`src/hw/hififo_settings.svh`:
```
// hififo streaming engine settings
// block geometry, reorder slots, request limits and output FIFO depth
`ifndef HIFIFO_SETTINGS_SVH
`define HIFIFO_SETTINGS_SVH

`define HIFIFO_BLOCK_WORDS_LOG2 6 // 64 words of 64 bits, 512 bytes

`define HIFIFO_SLOTS_LOG2 3 // eight reorder slots

`define HIFIFO_MAX_OUTSTANDING 6 // blocks requested and not yet drained

`define HIFIFO_FIFO_DEPTH_LOG2 4

`define HIFIFO_HOLDOFF 3 // idle cycles after an accepted data request

`endif
```
`src/hw/hififo_pkg.sv`:
```
// hififo shared types
// the completion tag is read two ways, as a data tag or a descriptor tag,
// so it is carried as a packed union over both views
package hififo_pkg;

   typedef logic [63:0] fifo_word_t;

   // data completion: channel above, reorder slot below
   typedef struct packed {
      logic [3:0] channel;
      logic [3:0] slot;
   } rc_tag_data_t;

   // descriptor completion
   typedef struct packed {
      logic       is_desc;  // set for descriptor reads
      logic [3:0] reserved;
      logic [2:0] channel;
   } rc_tag_desc_t;

   typedef union packed {
      rc_tag_data_t data;
      rc_tag_desc_t desc;
   } rc_tag_t;

endpackage

```
`src/hw/completion_decode.sv`:
```
// completion decode
// splits incoming read completions for this channel into a descriptor word
// strobe or a reorder RAM write, one register stage
`timescale 1ns/100ps
`include "hififo_settings.svh"

module completion_decode #(
   parameter int FIFO_NUMBER = 0
) (
   input  logic                                clock,
   input  logic                                reset,
   input  logic                                i_rc_valid,
   input  hififo_pkg::rc_tag_t                 i_rc_tag,
   input  logic [`HIFIFO_BLOCK_WORDS_LOG2-1:0] i_rc_index,
   input  hififo_pkg::fifo_word_t              i_rc_data,
   output logic                                o_desc_valid,
   output hififo_pkg::fifo_word_t              o_desc_word,
   output logic                                o_ram_write,
   output logic [`HIFIFO_SLOTS_LOG2-1:0]       o_ram_slot,
   output logic [`HIFIFO_BLOCK_WORDS_LOG2-1:0] o_ram_index,
   output hififo_pkg::fifo_word_t              o_ram_data,
   output logic                                o_ram_last
);
   import hififo_pkg::*;

   fifo_word_t data_q;
   logic       is_desc;
   logic       is_data;

   // descriptor view, one word at index 0
   assign is_desc = i_rc_valid && i_rc_tag.desc.is_desc &&
                    (i_rc_tag.desc.channel == 3'(FIFO_NUMBER)) && (i_rc_index == '0);
   // data view, whole upper nibble names the channel
   assign is_data = i_rc_valid && (i_rc_tag.data.channel == 4'(FIFO_NUMBER));

   always_ff @(posedge clock) begin
      if (reset) begin
         o_desc_valid <= 1'b0;
         o_ram_write  <= 1'b0;
      end else begin
         o_desc_valid <= is_desc;
         o_ram_write  <= is_data;
      end
   end

   always_ff @(posedge clock) begin
      data_q      <= i_rc_data;
      o_ram_slot  <= i_rc_tag.data.slot[`HIFIFO_SLOTS_LOG2-1:0];
      o_ram_index <= i_rc_index;
      o_ram_last  <= is_data && (&i_rc_index); // word 63 closes the block
   end

   assign o_desc_word = data_q;
   assign o_ram_data  = data_q;

endmodule

```
`config.mk`:
```
export PLATFORM = sky130hd
export DESIGN_NAME = completion_decode
export DESIGN_NICKNAME = d
export VERILOG_FILES = /design/src/hw/hififo_pkg.sv /design/src/hw/completion_decode.sv
export VERILOG_INCLUDE_DIRS = /design/src /design/src/hw
export SDC_FILE = /design/constraint.sdc
export NUM_CORES = 1
export LEC_CHECK = 0
export BUFFER_PORTS_ARGS = -buffer_cell sky130_fd_sc_hd__buf_2
export CAP_MARGIN = 0
export CORE_AREA = 2 2 86 88
export CTS_CLUSTER_SIZE = 40
export DETAILED_ROUTE_END_ITERATION = 8
export DIE_AREA = 0 0 88 90
export PLACE_DENSITY = 0.79
export SLEW_MARGIN = 20
export SYNTH_ARGS = -nofsm -noshare
export SYNTH_HDL_FRONTEND = slang
export SYNTH_SLANG_ARGS = --single-unit
```
`constraint.sdc`:
```
create_clock -name clock -period 2.3 [get_ports clock]
set_input_delay 0.345 -clock clock [delete_from_list [all_inputs] [get_ports clock]]
set_output_delay 0.345 -clock clock [all_outputs]
set_load 0.05 [all_outputs]
```
* Word level (Yosys, flattened, before mapping) *
Index checks and enable logic that the tools add are counted.

word-level totals
  word-level logic and storage cells = 15
  output and inout bits = 140
  register bits = 76

operators by class
  reduce and logical (&&, ||, !) cells = 9

operators by type and width
  operator             number
  6-bit logical NOT    1
  6-bit AND reduction  1
  1-bit logical AND    5
  4-bit logical NOT    1
  3-bit logical NOT    1

* Longest topological paths before layout *
  word-level depth = 3
  mapped depth = 2

* Worst setup path before layout *
OpenSTA, ideal clock, no wires.

  path type = reg-to-output
  from = register data_q[0] (netlist: o_desc_word[0])
  to = output o_ram_data[0]
  slack = 1.061 ns
  cell stages (with the launch flop) = 2
  data arrival time = 0.894 ns
  buffers on the path = 1
  cell sequence = dfxtp_1 -> buf_4

RTL lines
  item                      line                     text
  start: declaration        completion_decode.sv:26  fifo_word_t data_q;
  start signal: assignment  completion_decode.sv:47  data_q <= i_rc_data;
  end: declaration          completion_decode.sv:21  output hififo_pkg::fifo_word_t o_ram_data,

No word-level cell between the ends.

* Final worst setup path *
  from = register data_q[58] (netlist: o_desc_word[58])
  to = output o_desc_word[58]

RTL lines
  item              line                     text
  end: declaration  completion_decode.sv:17  output hififo_pkg::fifo_word_t o_desc_word,

No word-level cell between the ends.

==> impl_metrics.csv <==
group,metric,value,unit
drt,dr.pass1.iters,3,
floorplanning,die_h,90,um
global_route,grt_usage,0.126,
clock_tree,cts_setup_buffers,0,
global_route,grt_overflow_total,0,
worst_setup_path,cp.depth,1,
logic_synthesis,syn_nets,230,
drt,ant_nets,0,
worst_setup_path,worstPathRequired,1.96,ns
final_layout,n_fill_cell,672,
worst_setup_path,crit_fanout,2,
sta,finalCritPeriodShare,0.569,
hold_path,worstHoldPathCells,1,
hold_path,worstHoldPathType,"in2reg",
sta,tightest_slew,0.345,ns
pwr,p_per_area,1040,nW/um2
worst_setup_path,cp-start-kind,"flop",
clock_tree,cts_htree_levels,3,
clock_tree,cts_max_path_buffers,2,
status,status,"finished clean",
drt,drc,0,
place,dpl.hpwl,4300,um
sta,clock.fmax,764,MHz
sta,slew_headroom,0.768,
final_layout,nets,396,
final_layout,seq_area,1520,um2
clock_tree,cts_tree,"built",
drt,initialDrtViolationCount,24,
logic_synthesis,seq_area_frac_synth,0.735,
worst_setup_path,cp_slowest_cell,"dfxtp_1",
drt,wirelength,5070,um
flow_run,max-cap-violations,0,
logic_synthesis,yosys_warnings,0,
logic_synthesis,synth_flop_cell,"dfxtp_1",
sta,tns,0,ns
clock_tree,cts_hold_buf,0,
logic_synthesis,ys_async_sr_fraction,0,
pwr,power_leakage,1.63,nW
logic_synthesis,ys_types,10,
sta,finalSetupViolCount,0,
sta,rsz0062_at_grt,"no",
logic_synthesis,yosys.area.top_type,"dfxtp_1",
global_route,grt_pass1_wl,7380,um
logic_synthesis,synth_edf_count,0,
logic_synthesis,syn-mean-instance-area,13.9,um2
drt,vias,1565,
floorplanning,num_rows,31,
drt,drt-wirelength-per-cell,12.1,um
logic_synthesis,synth.area.top_cells,"dfxtp_1 (74%), buf_4 (23%), nor4b_1 (0.85%)",
floorplanning,die_w,88,um
logic_synthesis,synth_commonest_cells,"dfxtp_1 (76), buf_4 (64), nor4b_1 (2)",
pwr,ir_worst_vdd,0.000343,V
clock_tree,cts_resized,0,
logic_synthesis,synth_most_common_cell,"dfxtp_1",
worst_setup_path,max_stage_delay,0.35,ns
sta,fin_crit,1.31,ns
sta,final_max_slew_viol_count,0,
logic_synthesis,synth_seq_cells,76,
clock_tree,cts_sinks,76,
clock_tree,root_buffer,"clkbuf_8",
logic_synthesis,netlist_area,2070,um2
floorplanning,initial_utilization,0.295,
clock_tree,clkTransAtPathRegs,0.07,ns
floorplanning,io_pins,221,
floorplanning,die_area,7920,um2
clock_tree,cts_made_buffers,9,
logic_synthesis,netlist.area_leader.share,0.735,
worst_setup_path,crit_chain,"buf_2",
worst_setup_path,critPathKind,"reg2out",
global_route,grt_pass1_vias,1518,
worst_setup_path,cp_data_arrival_time,0.96,ns
place,place_ws,0.922,ns
sta,hold-worst-slack,0.108,ns
worst_setup_path,end_kind,"primary output",
logic_synthesis,syn_inst,149,
final_layout,multi_input_area,67.6,um2
global_route,grt_antenna_before_repair,1,
worst_setup_path,crit_family,"flip-flops",
global_route,grt_max_degree,13,
sta,timing.final.ws_setup,0.991,ns
drt,vias_per_cell,3.73,
place,place_congestion,0.707,
sta,finalHoldViolations,0,
final_layout,drive_gt1_frac,0.731,
worst_setup_path,crit_buf_inv,1,
place,io_buffers,219,
floorplanning,core-area,7020,um2
final_layout,area_delta_synth_final,46.4,%
-- per-layer routing --
metal / track usage / vias up / part of all wire
li1: - / 739 / -
met1: 0.115 / 701 / 0.34
met2: 0.214 / 115 / 0.51
met3: 0.0799 / 10 / 0.14
met4: 0.0577 / 0 / 0.015
met5: 0 / - / 0
-- area by class of cell --
cell class | instances | share of cell area
clock buffer | 12 | 0.0479
antenna | 1 | 0.000826
tap | 99 | 0.0409
clock inverter | 4 | 0.0240
multi-input combinational | 9 | 0.0223
sequential | 76 | 0.502
timing repair buffer | 219 | 0.362
-- kinds of logic after synthesis --
logic type | share of synthesized area
simple gates | 0.0327
flops | 0.735
buf+inv | 0.232
-- power breakdown --
part           internal, mW  leakage, nW  switching (mW)  total (mW)
clock network         0.640        0.107           0.440        1.08
logic                 0.132        0.881           0.520       0.652
registers              1.38        0.640          0.0284        1.41
-- final timing paths --
check	endpoint	slack, ns	startpoint
setup / recovery	o_desc_word[58]	0.99	o_desc_word[58]$_DFF_P_
hold / removal	o_desc_word[16]$_DFF_P_	0.11	i_rc_data[16]
-- stage by stage --
stage	total power, mW	util	std cells	cell area [um2]
after floorplan	1.98	-	149	2070
after global placement	2.09	0.400	403	2810
after detailed placement	2.10	0.400	403	2810
after CTS	3.19	0.431	419	3030
after global routing	3.29	0.431	419	3030
final	3.15	0.431	420	3030
-- state kept, by name (all words and copies together) (netlist names) --
signal        count
o_ram_slot        3
o_ram_write       1
o_ram_index       6
o_desc_word      64
o_ram_last        1
o_desc_valid      1
-- cells in the final DEF, fill, tap and decap left out, drive strengths merged --
cell type / Yosys / layout
nor3: 1 / 1
bufinv: 0 / 2
buf: 64 / 219
or4b: 1 / 1
dfxtp: 76 / 76
clkbuf: 0 / 12
nor4b: 2 / 2
clkinvlp: 0 / 1
diode: 0 / 1
nand4: 1 / 1
nor4: 2 / 2
and3: 1 / 1
nand2: 1 / 1
clkinv: 0 / 1
(Power assumes the default switching activity.)
