--- src/hw/hififo_settings.svh ---
// hififo streaming engine settings
// block geometry, reorder slots, request limits and output FIFO depth
`ifndef HIFIFO_SETTINGS_SVH
`define HIFIFO_SETTINGS_SVH

`define HIFIFO_BLOCK_WORDS_LOG2 6 // 64 words of 64 bits, 512 bytes

`define HIFIFO_SLOTS_LOG2 3 // eight reorder slots

`define HIFIFO_MAX_OUTSTANDING 6 // blocks requested and not yet drained

`define HIFIFO_FIFO_DEPTH_LOG2 4

`define HIFIFO_HOLDOFF 3 // idle cycles after an accepted data request

`endif
--- src/hw/hififo_pkg.sv ---
// hififo shared types
// the completion tag is read two ways, as a data tag or a descriptor tag,
// so it is carried as a packed union over both views
package hififo_pkg;

   typedef logic [63:0] fifo_word_t;

   // data completion: channel above, reorder slot below
   typedef struct packed {
      logic [3:0] channel;
      logic [3:0] slot;
   } rc_tag_data_t;

   // descriptor completion
   typedef struct packed {
      logic       is_desc;  // set for descriptor reads
      logic [3:0] reserved;
      logic [2:0] channel;
   } rc_tag_desc_t;

   typedef union packed {
      rc_tag_data_t data;
      rc_tag_desc_t desc;
   } rc_tag_t;

endpackage

--- src/hw/output_fifo.sv ---
// output FIFO, first word fall through
// circular buffer behind an output register; an empty FIFO passes the
// written word straight to the output register
`timescale 1ns/100ps
`include "hififo_settings.svh"

module output_fifo (
   input  logic                   clock,
   input  logic                   reset,
   input  logic                   i_write,
   input  hififo_pkg::fifo_word_t i_data,
   output logic                   o_ready,
   input  logic                   i_read,
   output hififo_pkg::fifo_word_t o_data,
   output logic                   o_valid
);
   import hififo_pkg::*;

   localparam int          AW          = `HIFIFO_FIFO_DEPTH_LOG2;
   localparam int          DEPTH       = 1 << AW;
   localparam logic [AW:0] READY_LIMIT = (AW + 1)'(DEPTH - 3);

   fifo_word_t  mem [0:DEPTH-1];
   logic [AW:0] wr_ptr;
   logic [AW:0] rd_ptr;
   logic [AW:0] used;
   logic        empty;
   logic        load;
   logic        bypass;
   logic        pop;
   logic        push;

   assign used   = wr_ptr - rd_ptr;
   assign empty  = (used == '0);
   assign load   = !o_valid || i_read; // output register free next cycle
   assign bypass = load && empty && i_write;
   assign pop    = load && !empty;
   assign push   = i_write && !bypass;

   // three free entries, two words may already be in flight
   assign o_ready = (used <= READY_LIMIT);

   always_ff @(posedge clock) begin
      if (reset) begin
         wr_ptr  <= '0;
         rd_ptr  <= '0;
         o_valid <= 1'b0;
      end else begin
         if (push)
            wr_ptr <= wr_ptr + 1'b1;
         if (pop)
            rd_ptr <= rd_ptr + 1'b1;
         if (load)
            o_valid <= !empty || i_write;
      end
   end

   always_ff @(posedge clock) begin
      if (push)
         mem[wr_ptr[AW-1:0]] <= i_data;
      if (pop)
         o_data <= mem[rd_ptr[AW-1:0]];
      else if (bypass)
         o_data <= i_data;
   end

endmodule

--- config.mk ---
export PLATFORM = sky130hd
export DESIGN_NAME = output_fifo
export DESIGN_NICKNAME = d
export VERILOG_FILES = /design/src/hw/hififo_pkg.sv /design/src/hw/output_fifo.sv
export VERILOG_INCLUDE_DIRS = /design/src /design/src/hw
export SDC_FILE = /design/constraint.sdc
export NUM_CORES = 1
export LEC_CHECK = 0
export ABC_AREA = 1
export BUFFER_PORTS_ARGS = -buffer_cell sky130_fd_sc_hd__buf_4
export CORE_MARGIN = 5
export CORE_UTILIZATION = 56
export CTS_CLUSTER_DIAMETER = 60
export DETAILED_ROUTE_END_ITERATION = 8
export GPL_TIMING_DRIVEN = 0
export PLACE_DENSITY_LB_ADDON = 0.3
export SYNTH_ARGS = -nofsm -noshare
export SYNTH_HDL_FRONTEND = slang
export SYNTH_SLANG_ARGS = --single-unit
--- constraint.sdc ---
create_clock -name clock -period 6.65 [get_ports clock]
set_clock_uncertainty 0.1 [all_clocks]
set_input_delay 0.9975 -clock clock [delete_from_list [all_inputs] [get_ports clock]]
set_output_delay 0.9975 -clock clock [all_outputs]
set_load 0.005 [all_outputs]
* After elaboration in Yosys (flattened, before gate mapping)
Memory sizes are Yosys's and may differ from the RTL's. A register that Yosys moved wholly into a read port is not among the register bits.
Index checks and enable logic that the tools add are counted.
Widths: inputs -> output; s select.
** Operators by class
- Add/sub/neg operators :: 3
- Magnitude comparators :: 1
- Mux-type cells :: 6
- Reduce and logical (&&, ||, !) cells :: 11
** Operators with widths (count)
- $mux 64 :: 2
- $add 5x1->5 const B :: 2
- $mux 4 :: 2
- $le 5x4->1 const B :: 1
- $logic_not 5->1 :: 1
- $sub 5x5->5 :: 1
- $logic_and 1x1->1 :: 4
- $logic_not 1->1 :: 3
- $logic_or 1x1->1 :: 2
- $mux 1 :: 2
- $reduce_bool 2->1 :: 1
** Word-level totals
- Bits in registers :: 75
- Memory bits (writable) :: 1024
- Input port bits :: 68
- Output and inout bits :: 66
- Logic and storage cells :: 26
- Memories kept :: 1
** Memory list
- mem :: words 16, bits a word 64, read ports 1, clocked after Yosys merged registers in 1, write ports 1, line output_fifo.sv:23 : fifo_word_t mem [0:DEPTH-1];

* Logic depth before layout (Yosys ltp)
- Depth in word-level cells :: 8
- Mapped depth :: 15
- Depth with buffers taken out :: 14

* Worst setup path before layout
OpenSTA, ideal clock, no wires.
- Path kind :: flip-flop to flip-flop
- From :: register wr_ptr[0]
- To :: memory mem[3][0] in the netlist's numbering (enable)
- Setup time :: 0.565 ns
- Data arrival time :: 5.854 ns
- Setup slack :: 0.131 ns
- Stages on the path, launching flop included :: 12
- Buffers on the path :: 0
- Clock period less this slack :: 6.519 ns
- Cell sequence :: dfxtp_1 > inv_1 > ha_1 > inv_1 > fa_1 > nand3_1 > nand2_1 > nand2_1 > nand2_1 > nand3_2 > nor2_1 > nor3_1
** On the way
- Longest elaborated chain between the ends :: 8
** RTL lines
- start, declared :: line output_fifo.sv:24 : logic [AW:0] wr_ptr;
- start signal, assigned :: line output_fifo.sv:50 : wr_ptr <= wr_ptr + 1'b1;
- $sub 5x5->5 :: line output_fifo.sv:33 : assign used = wr_ptr - rd_ptr;
- $logic_not 5->1 :: line output_fifo.sv:34 : assign empty = (used == '0);
- $logic_and 1x1->1 (2 in series) :: line output_fifo.sv:36 : assign bypass = load && empty && i_write;
- $logic_not 1->1 :: line output_fifo.sv:38 : assign push = i_write && !bypass;
- $logic_and 1x1->1 :: line output_fifo.sv:38
- $mux 1 :: line output_fifo.sv:59 : if (push)
- $mux 1 (not written as such) :: line output_fifo.sv:60 : mem[wr_ptr[AW-1:0]] <= i_data;
- end, declared :: line output_fifo.sv:23
Several ways; a longest one is shown, not always the timed one.

* Worst setup path after layout
- From :: register wr_ptr[0]
- To :: memory mem[13][20] in the netlist's numbering (enable)
The elaborated chain is that of the path after synthesis.

==> metrics.md <==
| Metric | Value |
|---|---|
| Status | `finished, violations left` |
| Failing checks | `max-capacitance violations, max-slew violations` |
| Met1 WL | `45.5 mm` |
| Hold crit path type | `register to register` |
| Post-CTS Hold Buffers | `0` |
| Number of buffers added on ports | `133` |
| Worst reg2reg startpoint | `wr_ptr[0]` |
| Cell Int Power | `13.3 mW` |
| Metal3 WL | `11.8 mm` |
| Worst path arrival time | `4.23 ns` |
| Critical Path RT | `6.92 ns` |
| Vias in the first global route | `27780` |
| Placed Cells | `4613` |
| Final hold vios | `0` |
| Vias | `28931` |
| Cell count after synthesis | `3385` |
| PD cells | `400 nW/um^2` |
| Clock Sinks | `1103` |
| Pwr Total | `20.2 mW` |
| Leak Pwr | `16.9 nW` |
| Post-synthesis cell type count | `25` |
| Total track usage | `28.2%` |
| Combinational Power Share | `29.2%` |
| Final cell count without fillers | `4815` |
| RSZ-0062 raised after global routing | `no` |
| First-pass GRT wire length | `175 mm` |
| Post-layout worst setup margin | `2.69 ns` |
| Total length of routed wires | `120 mm` |
| FF-to-FF End | `mem[13][20]` |
| GRT overflow | `0` |
| FF-to-FF setup slack | `2.69 ns` |
| Tcrit/Tclk final | `59.6%` |
| Die H | `289 um` |
| Yosys synthesis warning count | `0` |
| DP Worst Slack | `2.73 ns` |
| Die X | `289 um` |
| Post-DP HPWL | `78.7 mm` |
| Full die area | `83800 um^2` |
| # IOs | `134` |
| Sw Share | `33.9%` |
| Peak VDD IR | `0.000342 V` |
| Critical Path Source Type | `register` |
| Placeable Area | `77500 um^2` |
| Fin. max-slew vios | `23` |
| Remaining DRCs | `0` |
| Post-CTS Resized | `0` |
| Flops & latches, synth | `1103` |
| Hold path depth | `2` |
| Mean Syn Cell Area | `12.9 um^2` |
| Initial Util | `56.4%` |
| Post-Syn Area | `43700 um^2` |
| Vias per Instance | `6.01` |
| Clock Latency Late Sink | `0.69 ns` |
| Routed wl met2 | `57.9 mm` |
| Clock group share of total power | `29.5%` |
| Mapped Nets | `3463` |
| Max clock buf depth | `3` |
| Area grow syn2layout | `15.3%` |
| Sequential share of power | `41.4%` |
| Clock-pin slew on the worst setup and hold paths | `0.06 ns` |
| Crit-path max FO | `24` |
| Slew HR | `-2.63%` |
| Worst-margin pin slew | `1.54 ns` |
| Clock tree from TritonCTS | `yes` |
| Post-DR wirelength/cell | `24.8 um` |
| Sequential area share after synthesis | `75.4%` |
| Worst Setup SP | `wr_ptr[0]` |
| Row count | `102` |
| Time the worst path needs with I/O delays and setup | `3.96 ns` |
| Setup TNS | `0 ns` |
| Hold_sp | `rd_ptr[4]` |
| Worst R2R Path Depth | `15` |
| 1st-pass router iterations | `6` |
| Layout cells sized above 1 | `11.5%` |
| Kind of critical path | `register to register` |
| Initial antenna violation count | `2` |
| Largest net degree at the start of global routing | `29` |
| Cts bufs inserted | `108` |
| Initial DRC count | `3759` |
| RePlAce Congestion | `0.827` |
| Max-cap violation count | `2` |
| Worst Hold End | `rd_ptr[4]` |
| Detail Route Antenna Nets | `0` |
| Post-CTS setup buffers | `0` |
| Nets | `3761` |
| Setup violations, final | `0` |
| Final core utilization | `65.1%` |
| CTS root buffer | `clkbuf_16` |
| Switching Power | `6.83 mW` |
| H-tree depth | `3` |
| Max frequency | `252 MHz` |
| DR top layer | `met5` |
| Worst Setup End Kind | `register` |
==> worst max-delay path, cell delays in order, from the launching register on <==
cell     delay, ns
dfxtp_1       0.35
inv_1         0.14
ha_1          0.16
inv_1         0.06
fa_1          0.40
nand3_1       0.13
nand2_1       0.07
nand2_1       0.07
nand2_1       0.08
nand3_2       0.13
nor2_1        0.16
nor2_1        0.21
nand2_1       0.29
nor2_4        0.79
buf_12        0.27
buf_12        0.22
==> power groups by stage <==
| stage | Sequential (mW) | Combinational, mW | Clock, mW |
|---|---|---|---|
| 2_1_floorplan | 8.55 | 3.27 | 0 |
| 3_3_place_gp | 8.56 | 5.57 | 0 |
| 3_5_place_dp | 8.49 | 5.78 | 0 |
| 4_1_cts | 8.35 | 5.84 | 5.96 |
| 5_1_grt | 8.38 | 6.38 | 6.28 |
| 6_report | 8.35 | 5.88 | 5.94 |
==> through the flow <==
step / area (um^2) / hold slack [ns]
3_5_place_dp: 47000 / 0.373
5_1_grt: 50400 / 0.409
3_3_place_gp: 46000 / 0.368
2_1_floorplan: 43700 / 0.347
4_1_cts: 50400 / 0.384
6_report: 50400 / 0.385
==> logic make-up after synthesis <==
kind of cell             after synthesis  share of synthesized area (%)
flip-flops                          1103                           75.4
AND/OR/NAND/NOR                     1233                           11.0
adder cells (fa/ha/maj)               10                          0.303
buffers and inverters                252                           2.76
XOR/XNOR                               4                         0.0801
AO/OA/AOI/OAI                        783                           10.4
==> cells in the mapped netlist <==
cell / instances / share of area, %
nand3_1: 143 / 1.6
buf_2: 54 / 0.62
nand2_2: 1 / 0.014
inv_1: 24 / 0.21
ha_1: 9 / 0.26
nand4_1: 1 / 0.014
xor2_1: 4 / 0.080
o211ai_1: 256 / 4.4
nor3_1: 4 / 0.046
nor2_1: 796 / 6.8
o21ai_1: 180 / 2.1
a21oi_1: 13 / 0.15
buf_4: 2 / 0.034
fa_1: 1 / 0.046
buf_6: 23 / 0.59
clkbuf_1: 110 / 0.94
buf_1: 35 / 0.30
dfxtp_1: 15 / 0.69
nand3_2: 1 / 0.023
nor4_1: 1 / 0.014
o21ai_0: 334 / 3.8
nand2_1: 286 / 2.5
edfxtp_1: 1088 / 75
inv_2: 3 / 0.026
buf_8: 1 / 0.034
==> state kept, by name, indices dropped and copies added, names as in the netlist, named ones only <==
name / count
rd_ptr: 5
o_data: 64
mem: 1024
o_valid: 1
wr_ptr: 5
==> per-layer routing <==
layer | track usage (%) | vias to the layer above
met3 | 5.66 | 293
li1 | - | 12955
met4 | 11.0 | 6
met5 | 0 | -
met1 | 37.5 | 13981
met2 | 46.3 | 1696
==> layout make-up <==
cell class,instances,area (um^2)
Buffer,225,1100
Fill cell,5444,27100
Antenna cell,2,5.00
Inverter,27,101
Sequential cell,1103,33000
Tap cell,1040,1300
Timing Repair Buffer,188,1840
Multi-Input combinational cell,2030,9670
Clock inverter,59,558
Clock buffer,141,2860
==> how the worst max path moves through the flow <==
stage          cells past startpoint     endpoint  slack [ns]
3_5_place_dp                      15   mem[0][30]        2.73
3_3_place_gp                      11  mem[11][29]       -4.48
6_report                          15  mem[13][20]        2.69
4_1_cts                           15   mem[0][20]        2.72
5_1_grt                           15  mem[13][18]        2.48
2_1_floorplan                     11    mem[3][0]        0.13
==> cells in the final DEF, fill, tap and decap left out, types with 12 or more instances in the layout <==
cell          n
o21ai_1     180
nand3_1     143
buf_12       26
buf_2        54
clkbuf_16   109
inv_1        24
dfxtp_1      15
nor2_1      784
a21oi_1      12
buf_6        46
nand2_1     286
o211ai_1    256
buf_1        35
clkbuf_1    141
clkinv_2     15
edfxtp_1   1088
o21ai_0     334
nor2_4       12
clkinv_1     25
buf_4       139
(Power assumes the default switching activity.)
