File: src/hw/hififo_settings.svh
// hififo streaming engine settings
// block geometry, reorder slots, request limits and output FIFO depth
`ifndef HIFIFO_SETTINGS_SVH
`define HIFIFO_SETTINGS_SVH

`define HIFIFO_BLOCK_WORDS_LOG2 6 // 64 words of 64 bits, 512 bytes

`define HIFIFO_SLOTS_LOG2 3 // eight reorder slots

`define HIFIFO_MAX_OUTSTANDING 6 // blocks requested and not yet drained

`define HIFIFO_FIFO_DEPTH_LOG2 4

`define HIFIFO_HOLDOFF 3 // idle cycles after an accepted data request

`endif
File: src/hw/hififo_pkg.sv
// hififo shared types
// the completion tag is read two ways, as a data tag or a descriptor tag,
// so it is carried as a packed union over both views
package hififo_pkg;

   typedef logic [63:0] fifo_word_t;

   // data completion: channel above, reorder slot below
   typedef struct packed {
      logic [3:0] channel;
      logic [3:0] slot;
   } rc_tag_data_t;

   // descriptor completion
   typedef struct packed {
      logic       is_desc;  // set for descriptor reads
      logic [3:0] reserved;
      logic [2:0] channel;
   } rc_tag_desc_t;

   typedef union packed {
      rc_tag_data_t data;
      rc_tag_desc_t desc;
   } rc_tag_t;

endpackage

File: src/hw/descriptor_fetch.sv
// descriptor fetch and data request engine
// a PIO write gives the descriptor address, the descriptor read returns
// data address and block count, then tagged block requests go out under
// an outstanding limit and a holdoff; interrupt when the last block drains
`timescale 1ns/100ps
`include "hififo_settings.svh"

module descriptor_fetch (
   input  logic                          clock,
   input  logic                          reset,
   input  logic                          i_pio_wvalid,
   input  logic [63:0]                   i_pio_wdata,
   input  logic                          i_desc_valid,
   input  hififo_pkg::fifo_word_t        i_desc_word,
   output logic                          o_rr0_valid,
   output logic [63:0]                   o_rr0_addr,
   input  logic                          i_rr0_ready,
   output logic                          o_rr1_valid,
   output logic [63:0]                   o_rr1_addr,
   output logic [`HIFIFO_SLOTS_LOG2-1:0] o_rr1_tag,
   input  logic                          i_rr1_ready,
   input  logic                          i_block_drained,
   output logic                          o_interrupt
);
   localparam logic [1:0] ST_IDLE      = 2'd0;
   localparam logic [1:0] ST_DESC_REQ  = 2'd1;
   localparam logic [1:0] ST_DESC_WAIT = 2'd2;
   localparam logic [1:0] ST_DATA      = 2'd3;
   localparam int         BLOCK_BYTES  = 8 << `HIFIFO_BLOCK_WORDS_LOG2;
   localparam int         HOLD_BITS    = $clog2(`HIFIFO_HOLDOFF + 1);
   localparam logic [3:0] MAX_OUT      = `HIFIFO_MAX_OUTSTANDING;

   logic [1:0]                   state;
   logic [15:0]                  req_left;    // blocks still to request
   logic [15:0]                  drain_left;  // blocks still to drain
   logic [3:0]                   outstanding;
   logic [HOLD_BITS-1:0]         holdoff;
   logic [`HIFIFO_SLOTS_LOG2-1:0] req_count;
   logic                         rr1_accept;
   logic                         req_ok;
   logic [15:0]                  desc_count;

   assign rr1_accept = o_rr1_valid && i_rr1_ready;
   assign req_ok     = (outstanding < MAX_OUT) && (holdoff == '0) && !rr1_accept;
   assign desc_count = i_desc_word[15:0];
   assign o_rr1_tag  = req_count; // slot = request count mod 8

   always_ff @(posedge clock) begin
      if (reset) begin
         state       <= ST_IDLE;
         o_rr0_valid <= 1'b0;
         o_rr1_valid <= 1'b0;
         o_interrupt <= 1'b0;
         req_left    <= '0;
         drain_left  <= '0;
         outstanding <= '0;
         holdoff     <= '0;
         req_count   <= '0;
      end else begin
         o_interrupt <= 1'b0;
         if (rr1_accept) begin
            holdoff   <= HOLD_BITS'(`HIFIFO_HOLDOFF);
            req_count <= req_count + 1'b1;
            req_left  <= req_left - 1'b1;
         end else if (holdoff != '0) begin
            holdoff <= holdoff - 1'b1;
         end
         outstanding <= outstanding + {3'b0, rr1_accept} - {3'b0, i_block_drained};

         case (state)
            ST_IDLE: begin
               if (i_pio_wvalid) begin
                  state       <= ST_DESC_REQ;
                  o_rr0_valid <= 1'b1;
               end
            end
            ST_DESC_REQ: begin
               if (i_rr0_ready) begin
                  o_rr0_valid <= 1'b0;
                  state       <= ST_DESC_WAIT;
               end
            end
            ST_DESC_WAIT: begin
               if (i_desc_valid) begin
                  req_left   <= desc_count;
                  drain_left <= desc_count;
                  if (desc_count == '0) begin // empty descriptor, done at once
                     state       <= ST_IDLE;
                     o_interrupt <= 1'b1;
                  end else begin
                     state       <= ST_DATA;
                     o_rr1_valid <= req_ok;
                  end
               end
            end
            default: begin
               o_rr1_valid <= (req_left != '0) && req_ok;
               if (i_block_drained) begin
                  drain_left <= drain_left - 1'b1;
                  if (drain_left == 16'd1) begin
                     state       <= ST_IDLE;
                     o_interrupt <= 1'b1;
                  end
               end
            end
         endcase
      end
   end

   // request addresses
   always_ff @(posedge clock) begin
      if (state == ST_IDLE && i_pio_wvalid)
         o_rr0_addr <= i_pio_wdata;
      if (state == ST_DESC_WAIT && i_desc_valid)
         o_rr1_addr <= {16'h0, i_desc_word[63:16]}; // byte address from bits 63:16
      else if (rr1_accept)
         o_rr1_addr <= o_rr1_addr + 64'(BLOCK_BYTES);
   end

endmodule

File: config.mk
export PLATFORM = sky130hd
export DESIGN_NAME = descriptor_fetch
export DESIGN_NICKNAME = d
export VERILOG_FILES = /design/src/hw/hififo_pkg.sv /design/src/hw/descriptor_fetch.sv
export VERILOG_INCLUDE_DIRS = /design/src /design/src/hw
export SDC_FILE = /design/constraint.sdc
export NUM_CORES = 1
export LEC_CHECK = 0
export ABC_AREA = 1
export BUFFER_PORTS_ARGS = -buffer_cell sky130_fd_sc_hd__buf_4
export CORE_MARGIN = 2
export CORE_UTILIZATION = 40
export CTS_BUF_LIST = sky130_fd_sc_hd__clkbuf_4 sky130_fd_sc_hd__clkbuf_8
export CTS_CLUSTER_SIZE = 12
export DETAILED_ROUTE_END_ITERATION = 12
export PLACE_DENSITY_LB_ADDON = 0.2
export SLEW_MARGIN = 20
export SYNTH_ARGS = -nofsm -noshare
export SYNTH_HDL_FRONTEND = slang
export SYNTH_SLANG_ARGS = --single-unit
export TNS_END_PERCENT = 5
File: constraint.sdc
create_clock -name clock -period 3.2 [get_ports clock]
set_input_delay 0.32 -clock clock [delete_from_list [all_inputs] [get_ports clock]]
set_output_delay 0.32 -clock clock [all_outputs]
set_load 0.02 [all_outputs]
After elaboration in Yosys (flattened, before gate mapping). Cells that the tools add are included.

Add/subtract/negate cells: 7. Multiply operators: 0. Divide/modulo/power cells: 0. Magnitude comparators: 1. Eq/ne operators: 7. Shift-type cells: 0. Multiplexer cells: 28. Bitwise operators: 1. Reductions and logical operators: 23.

Operators with widths (count): 48-bit 2-to-1 mux (2); 16-bit 2-to-1 mux (5); 64-bit by 10-bit adder with 64-bit output, second input constant (1); 16-bit one-hot mux with 2 select lines (1); 16-bit by 1-bit subtractor with 16-bit output, second input constant (2); 16-bit by 1-bit equality test with 1-bit output, second input constant (1); 16-bit logical NOT (1); 2-bit 2-to-1 mux (8); 16-bit nonzero test (1); 2-bit nonzero test (5); 3-bit AND reduction (3); 1-bit 2-to-1 mux (8); 2-bit inequality test, second input constant (4); 4-bit nonzero test (2); 1-bit logical AND (6); 1-bit one-hot mux with 2 select lines (3); 2-bit one-hot mux with 3 select lines (1); 5-bit AND reduction (1); 4-bit by 1-bit adder with 4-bit output (1); 2-bit logical NOT (2); 4-bit by 3-bit less-than comparator with 1-bit output, second input constant (1); 4-bit by 1-bit subtractor with 4-bit output (1); 3-bit by 1-bit adder with 3-bit output, second input constant (1); 2-bit by 1-bit equality test with 1-bit output, second input constant (1); other kinds (5) (5).

Register bits after elaboration: 174. Bits in latches: 0. Bits in writable memories: 0. ROM bits: 0. Input port bits: 135. Output and inout bits: 134. Word-level logic and storage cells: 79. Memories kept: 0.

Longest topological paths before layout.
Depth after elaboration: 6. Depth in mapped cells: 11. Mapped depth without buffers: 11.

Worst setup path after synthesis. OpenSTA, ideal clock, no wires.

Kind: reg-to-reg. Start: register state[0]. End: register o_rr1_addr[10], enable pin. Setup time: 0.526 ns. Arrival time: 2.105 ns. Data required time: 2.674 ns. Path slack: 0.569 ns. Stages on the path, launching flop included: 7. Buffers on the path: 2. Period minus slack after synthesis: 2.631 ns. Cells stage by stage: dfxtp_1 -> inv_1 -> ha_1 -> nand2_1 -> clkbuf_1 -> clkbuf_1 -> nand2_1.

Longest elaborated chain between the ends: 3.

RTL lines: start: declaration (RTL line descriptor_fetch.sv:33) `logic [1:0] state;`; start signal: assignment (RTL line descriptor_fetch.sv:50) `state <= ST_IDLE;`; start signal: assignment (RTL line descriptor_fetch.sv:73) `state <= ST_DESC_REQ;`; start signal: assignment (RTL line descriptor_fetch.sv:80) `state <= ST_DESC_WAIT;`; 2-bit equality test (RTL line descriptor_fetch.sv:114) `if (state == ST_DESC_WAIT && i_desc_valid)`; 1-bit logical AND (RTL line descriptor_fetch.sv:114); 2-bit nonzero test (no source line); end signal: assignment (RTL line descriptor_fetch.sv:115) `o_rr1_addr <= {16'h0, i_desc_word[63:16]};`; end signal: assignment (RTL line descriptor_fetch.sv:117) `o_rr1_addr <= o_rr1_addr + 64'(BLOCK_BYTES);`; end: declaration (RTL line descriptor_fetch.sv:19) `output logic [63:0] o_rr1_addr,`.

Every way passes these cells. A chain may end at the register's enable or synchronous reset.

Worst setup path after layout.
Start: register state[0]. End: register drain_left[6].

Longest elaborated chain between the ends: 4. Elaborated cells between the ends (all ways): 9. Those cells by class: eq/ne: 3; mux: 1; bitwise: 1; reduce/logical: 4.

RTL lines: 2-bit by 1-bit equality test with 1-bit output or 2-bit logical NOT (tied branches) (RTL line descriptor_fetch.sv:70) `case (state)`; 2-bit OR reduction (no source line); 1-bit inverter (no source line); 3-bit AND reduction (no source line); end signal: assignment (RTL line descriptor_fetch.sv:86) `drain_left <= desc_count;`; end signal: assignment (RTL line descriptor_fetch.sv:99) `drain_left <= drain_left - 1'b1;`; end: declaration (RTL line descriptor_fetch.sv:35) `logic [15:0] drain_left;`.

Parallel ways exist; a longest one is shown, timed or not.

==> results.cfg <==
[synthesis]
synthFlopType = edfxtp_1
synth_nets = 1251
synth-seq-area-share_pct = 51.5
synth.distinct_cells = 44
synth_warnings = 0
avgSynthCellArea_um2 = 8.13
syn_area_mm2 = 0.00894
ys_ff_latch = 174
synthArstFlopShare_pct = 0
synth_edf_count = 112
postSynthCellCount = 1099

[critical_path]
end_kind = flip-flop
required_ns = 3.52
worstSetupPathType = flip-flop to flip-flop
cp.arrival_ns = 2.32
crit_path_max_fanout = 15
cp-start-kind = flip-flop

[power_and_ir_drop]
power_frac_seq_pct = 39.5
p_sw_share_pct = 41.3
power.density_mw_per_mm2 = 748
p_int_mw = 5.13
max-vdd-ir-drop_mv = 0.414
p_switching_mw = 3.61
pwr-share-clk_pct = 18.4
power_frac_comb_pct = 42.0
p_leak_nw = 5.14

[die]
core_region_area_mm2 = 0.0219
die_x_um = 153
design.die.area_mm2 = 0.0236
start_util_pct = 40.8
ioPinCount = 269
num_rows = 54
fp.dieH_um = 153

[clocking]
post_cts_buffers = 0
root_buffer = clkbuf_8
path_clk_slew_ns = 0.11
cts_buffers = 17
cts_sinks = 174
cts_hold_buf = 0
postCtsResizedCells = 0
clock_latency_ns = 0.45
clk_path_buf_depth = 2
cts_max_level = 4
cts_tree = done

[cells_and_area]
layout_commonest_cell = nand2_1
final_cell_mix = nand2_1, buf_4, nor2_1, edfxtp_1, inv_1
drive_gt1_share_pct = 24.7
multiInputGateArea_mm2 = 0.00378
seqCellArea_mm2 = 0.00460
area_growth_syn_to_layout_pct = 30.7
nets = 1518
insertedDiodeCount = 0
n_fill_cell = 2121
design_area_mm2 = 0.0117

[timing]
tns_ns = 0
slew_headroom_pct = 53.7
fmax_mhz = 501
fin_crit_ns = 2.00
hold_viol_final = 0
holdWs_ns = 0.0362
skew_ns = 0.0204
setup_viol = 0
tightest_slew_ns = 0.694
drv_slew = 0
rsz0062_at_grt = false
min_period_over_period_pct = 62.4

[run_status]
status = completed

[routing]
num_vias = 8206
vias_per_cell = 4.95
drt-wirelength-per-cell_um = 15.6
ant_nets = 0
wl_met2_um = 12600
wl_met1_um = 11300
routed.top_layer = met4
wl_um = 25900
wl_met3_um = 1270
dr.pass1.iters = 7
drtIter0Drc = 447
drc = 0

[global_route]
grt_pass1_vias = 7701
grt_pass1_wl_um = 40700
grt_max_degree = 85
track_usage_pct = 21.7
grt_overflow = 0
grt_antenna_before_repair = 0

[flow_run]
drv_cap = 0

[placement]
dp_hpwl_um = 20000
portBuffers = 268
gp_congestion = 0.876
place_area_mm2 = 0.0113

[min_path]
hp-class = input pin to flip-flop
-- power by group through the flow --
stage | Combinational (mW) | Clock [mW] | Sequential (mW)
detailed placement | 3.68 | 0 | 3.50
global route | 4.15 | 1.73 | 3.52
finish | 3.67 | 1.61 | 3.45
floorplan | 2.16 | 0 | 3.76
CTS | 3.70 | 1.65 | 3.45
global placement | 3.64 | 0 | 3.49
-- synth_stat cells, types with 3 or more instances --
cell,n,share of area [%]
xnor2_1,18,1.8
xor2_1,20,2.0
clkbuf_1,19,0.80
nor3_1,17,0.95
a21oi_1,57,3.2
buf_1,3,0.13
nor2_2,6,0.42
nand2_1,284,12
nand3b_1,3,0.25
edfxtp_1,112,38
dfxtp_1,62,14
nor2_4,4,0.50
nand2_2,4,0.28
ha_1,16,2.2
o21ai_1,9,0.50
nor2_1,187,7.9
inv_1,113,4.7
buf_2,5,0.28
nand4_1,14,0.98
or2_2,3,0.21
o21ai_0,58,3.2
inv_2,3,0.13
nand3_1,53,3.0
-- final cells by class --
cell class,count,share of cell area (%)
clock buffer,17,2.00
tap,280,3.00
inverter,116,3.73
multi-input combinational,781,32.4
clock inverter,15,1.49
sequential,174,39.4
timing repair buffer,276,18.0
-- logic make-up after synthesis --
family	Yosys count	synth area share (%)
buf+inv	144	6.16
fa+ha+maj	17	2.46
xor+xnor	38	3.72
flops	174	51.5
compound gates	138	8.18
simple gates	588	28.0
-- metrics by stage --
stage	setup WS [ns]	instances	util (%)	power [mW]
after global routing	1.01	1659	53.4	9.40
after detailed placement	1.20	1627	51.5	7.18
final	1.20	1659	53.4	8.74
after floorplan	0.569	1099	-	5.93
after CTS	1.20	1659	53.4	8.80
after global placement	1.23	1627	51.5	7.12
-- sequential cells by signal, indices dropped and copies added, names as in the netlist --
name	count
o_rr1_addr	64
outstanding	4
o_rr1_valid	1
o_rr0_addr	64
holdoff	2
drain_left	16
o_rr1_tag	3
o_interrupt	1
o_rr0_valid	1
state	2
req_left	16
-- worst paths after layout --
kind / cells past startpoint / slack, ns / end / startpoint
setup reg to reg: 10 / 1.20 / drain_left[6]$_SDFFE_PP0P_ / state[0]$_SDFFE_PP0P_
setup / recovery: 10 / 1.20 / drain_left[6]$_SDFFE_PP0P_ / state[0]$_SDFFE_PP0P_
hold reg to reg: 2 / 0.46 / holdoff[0]$_SDFFE_PP0P_ / holdoff[0]$_SDFFE_PP0P_
hold / removal: 1 / 0.04 / o_rr0_addr[62]$_DFFE_PP_ / i_pio_wdata[62]
-- worst max-delay path, cell delays in order (launching register included) --
cell and delay [ns]:
dfxtp_1 0.45, inv_1 0.10, ha_1 0.25, inv_2 0.21, nor2_1 0.09, nor2_1 0.15
o21ai_2 0.13, inv_2 0.23, o21ai_0 0.13, nand2_1 0.07, a21oi_1 0.06
-- routing by layer --
metal | vias to the layer above | global-route usage (%)
met5 | - | 0
met4 | 0 | 7.03
met3 | 36 | 3.40
met2 | 214 | 36.5
met1 | 3840 | 28.7
li1 | 4116 | -
Power figures use the tool's default switching activity.
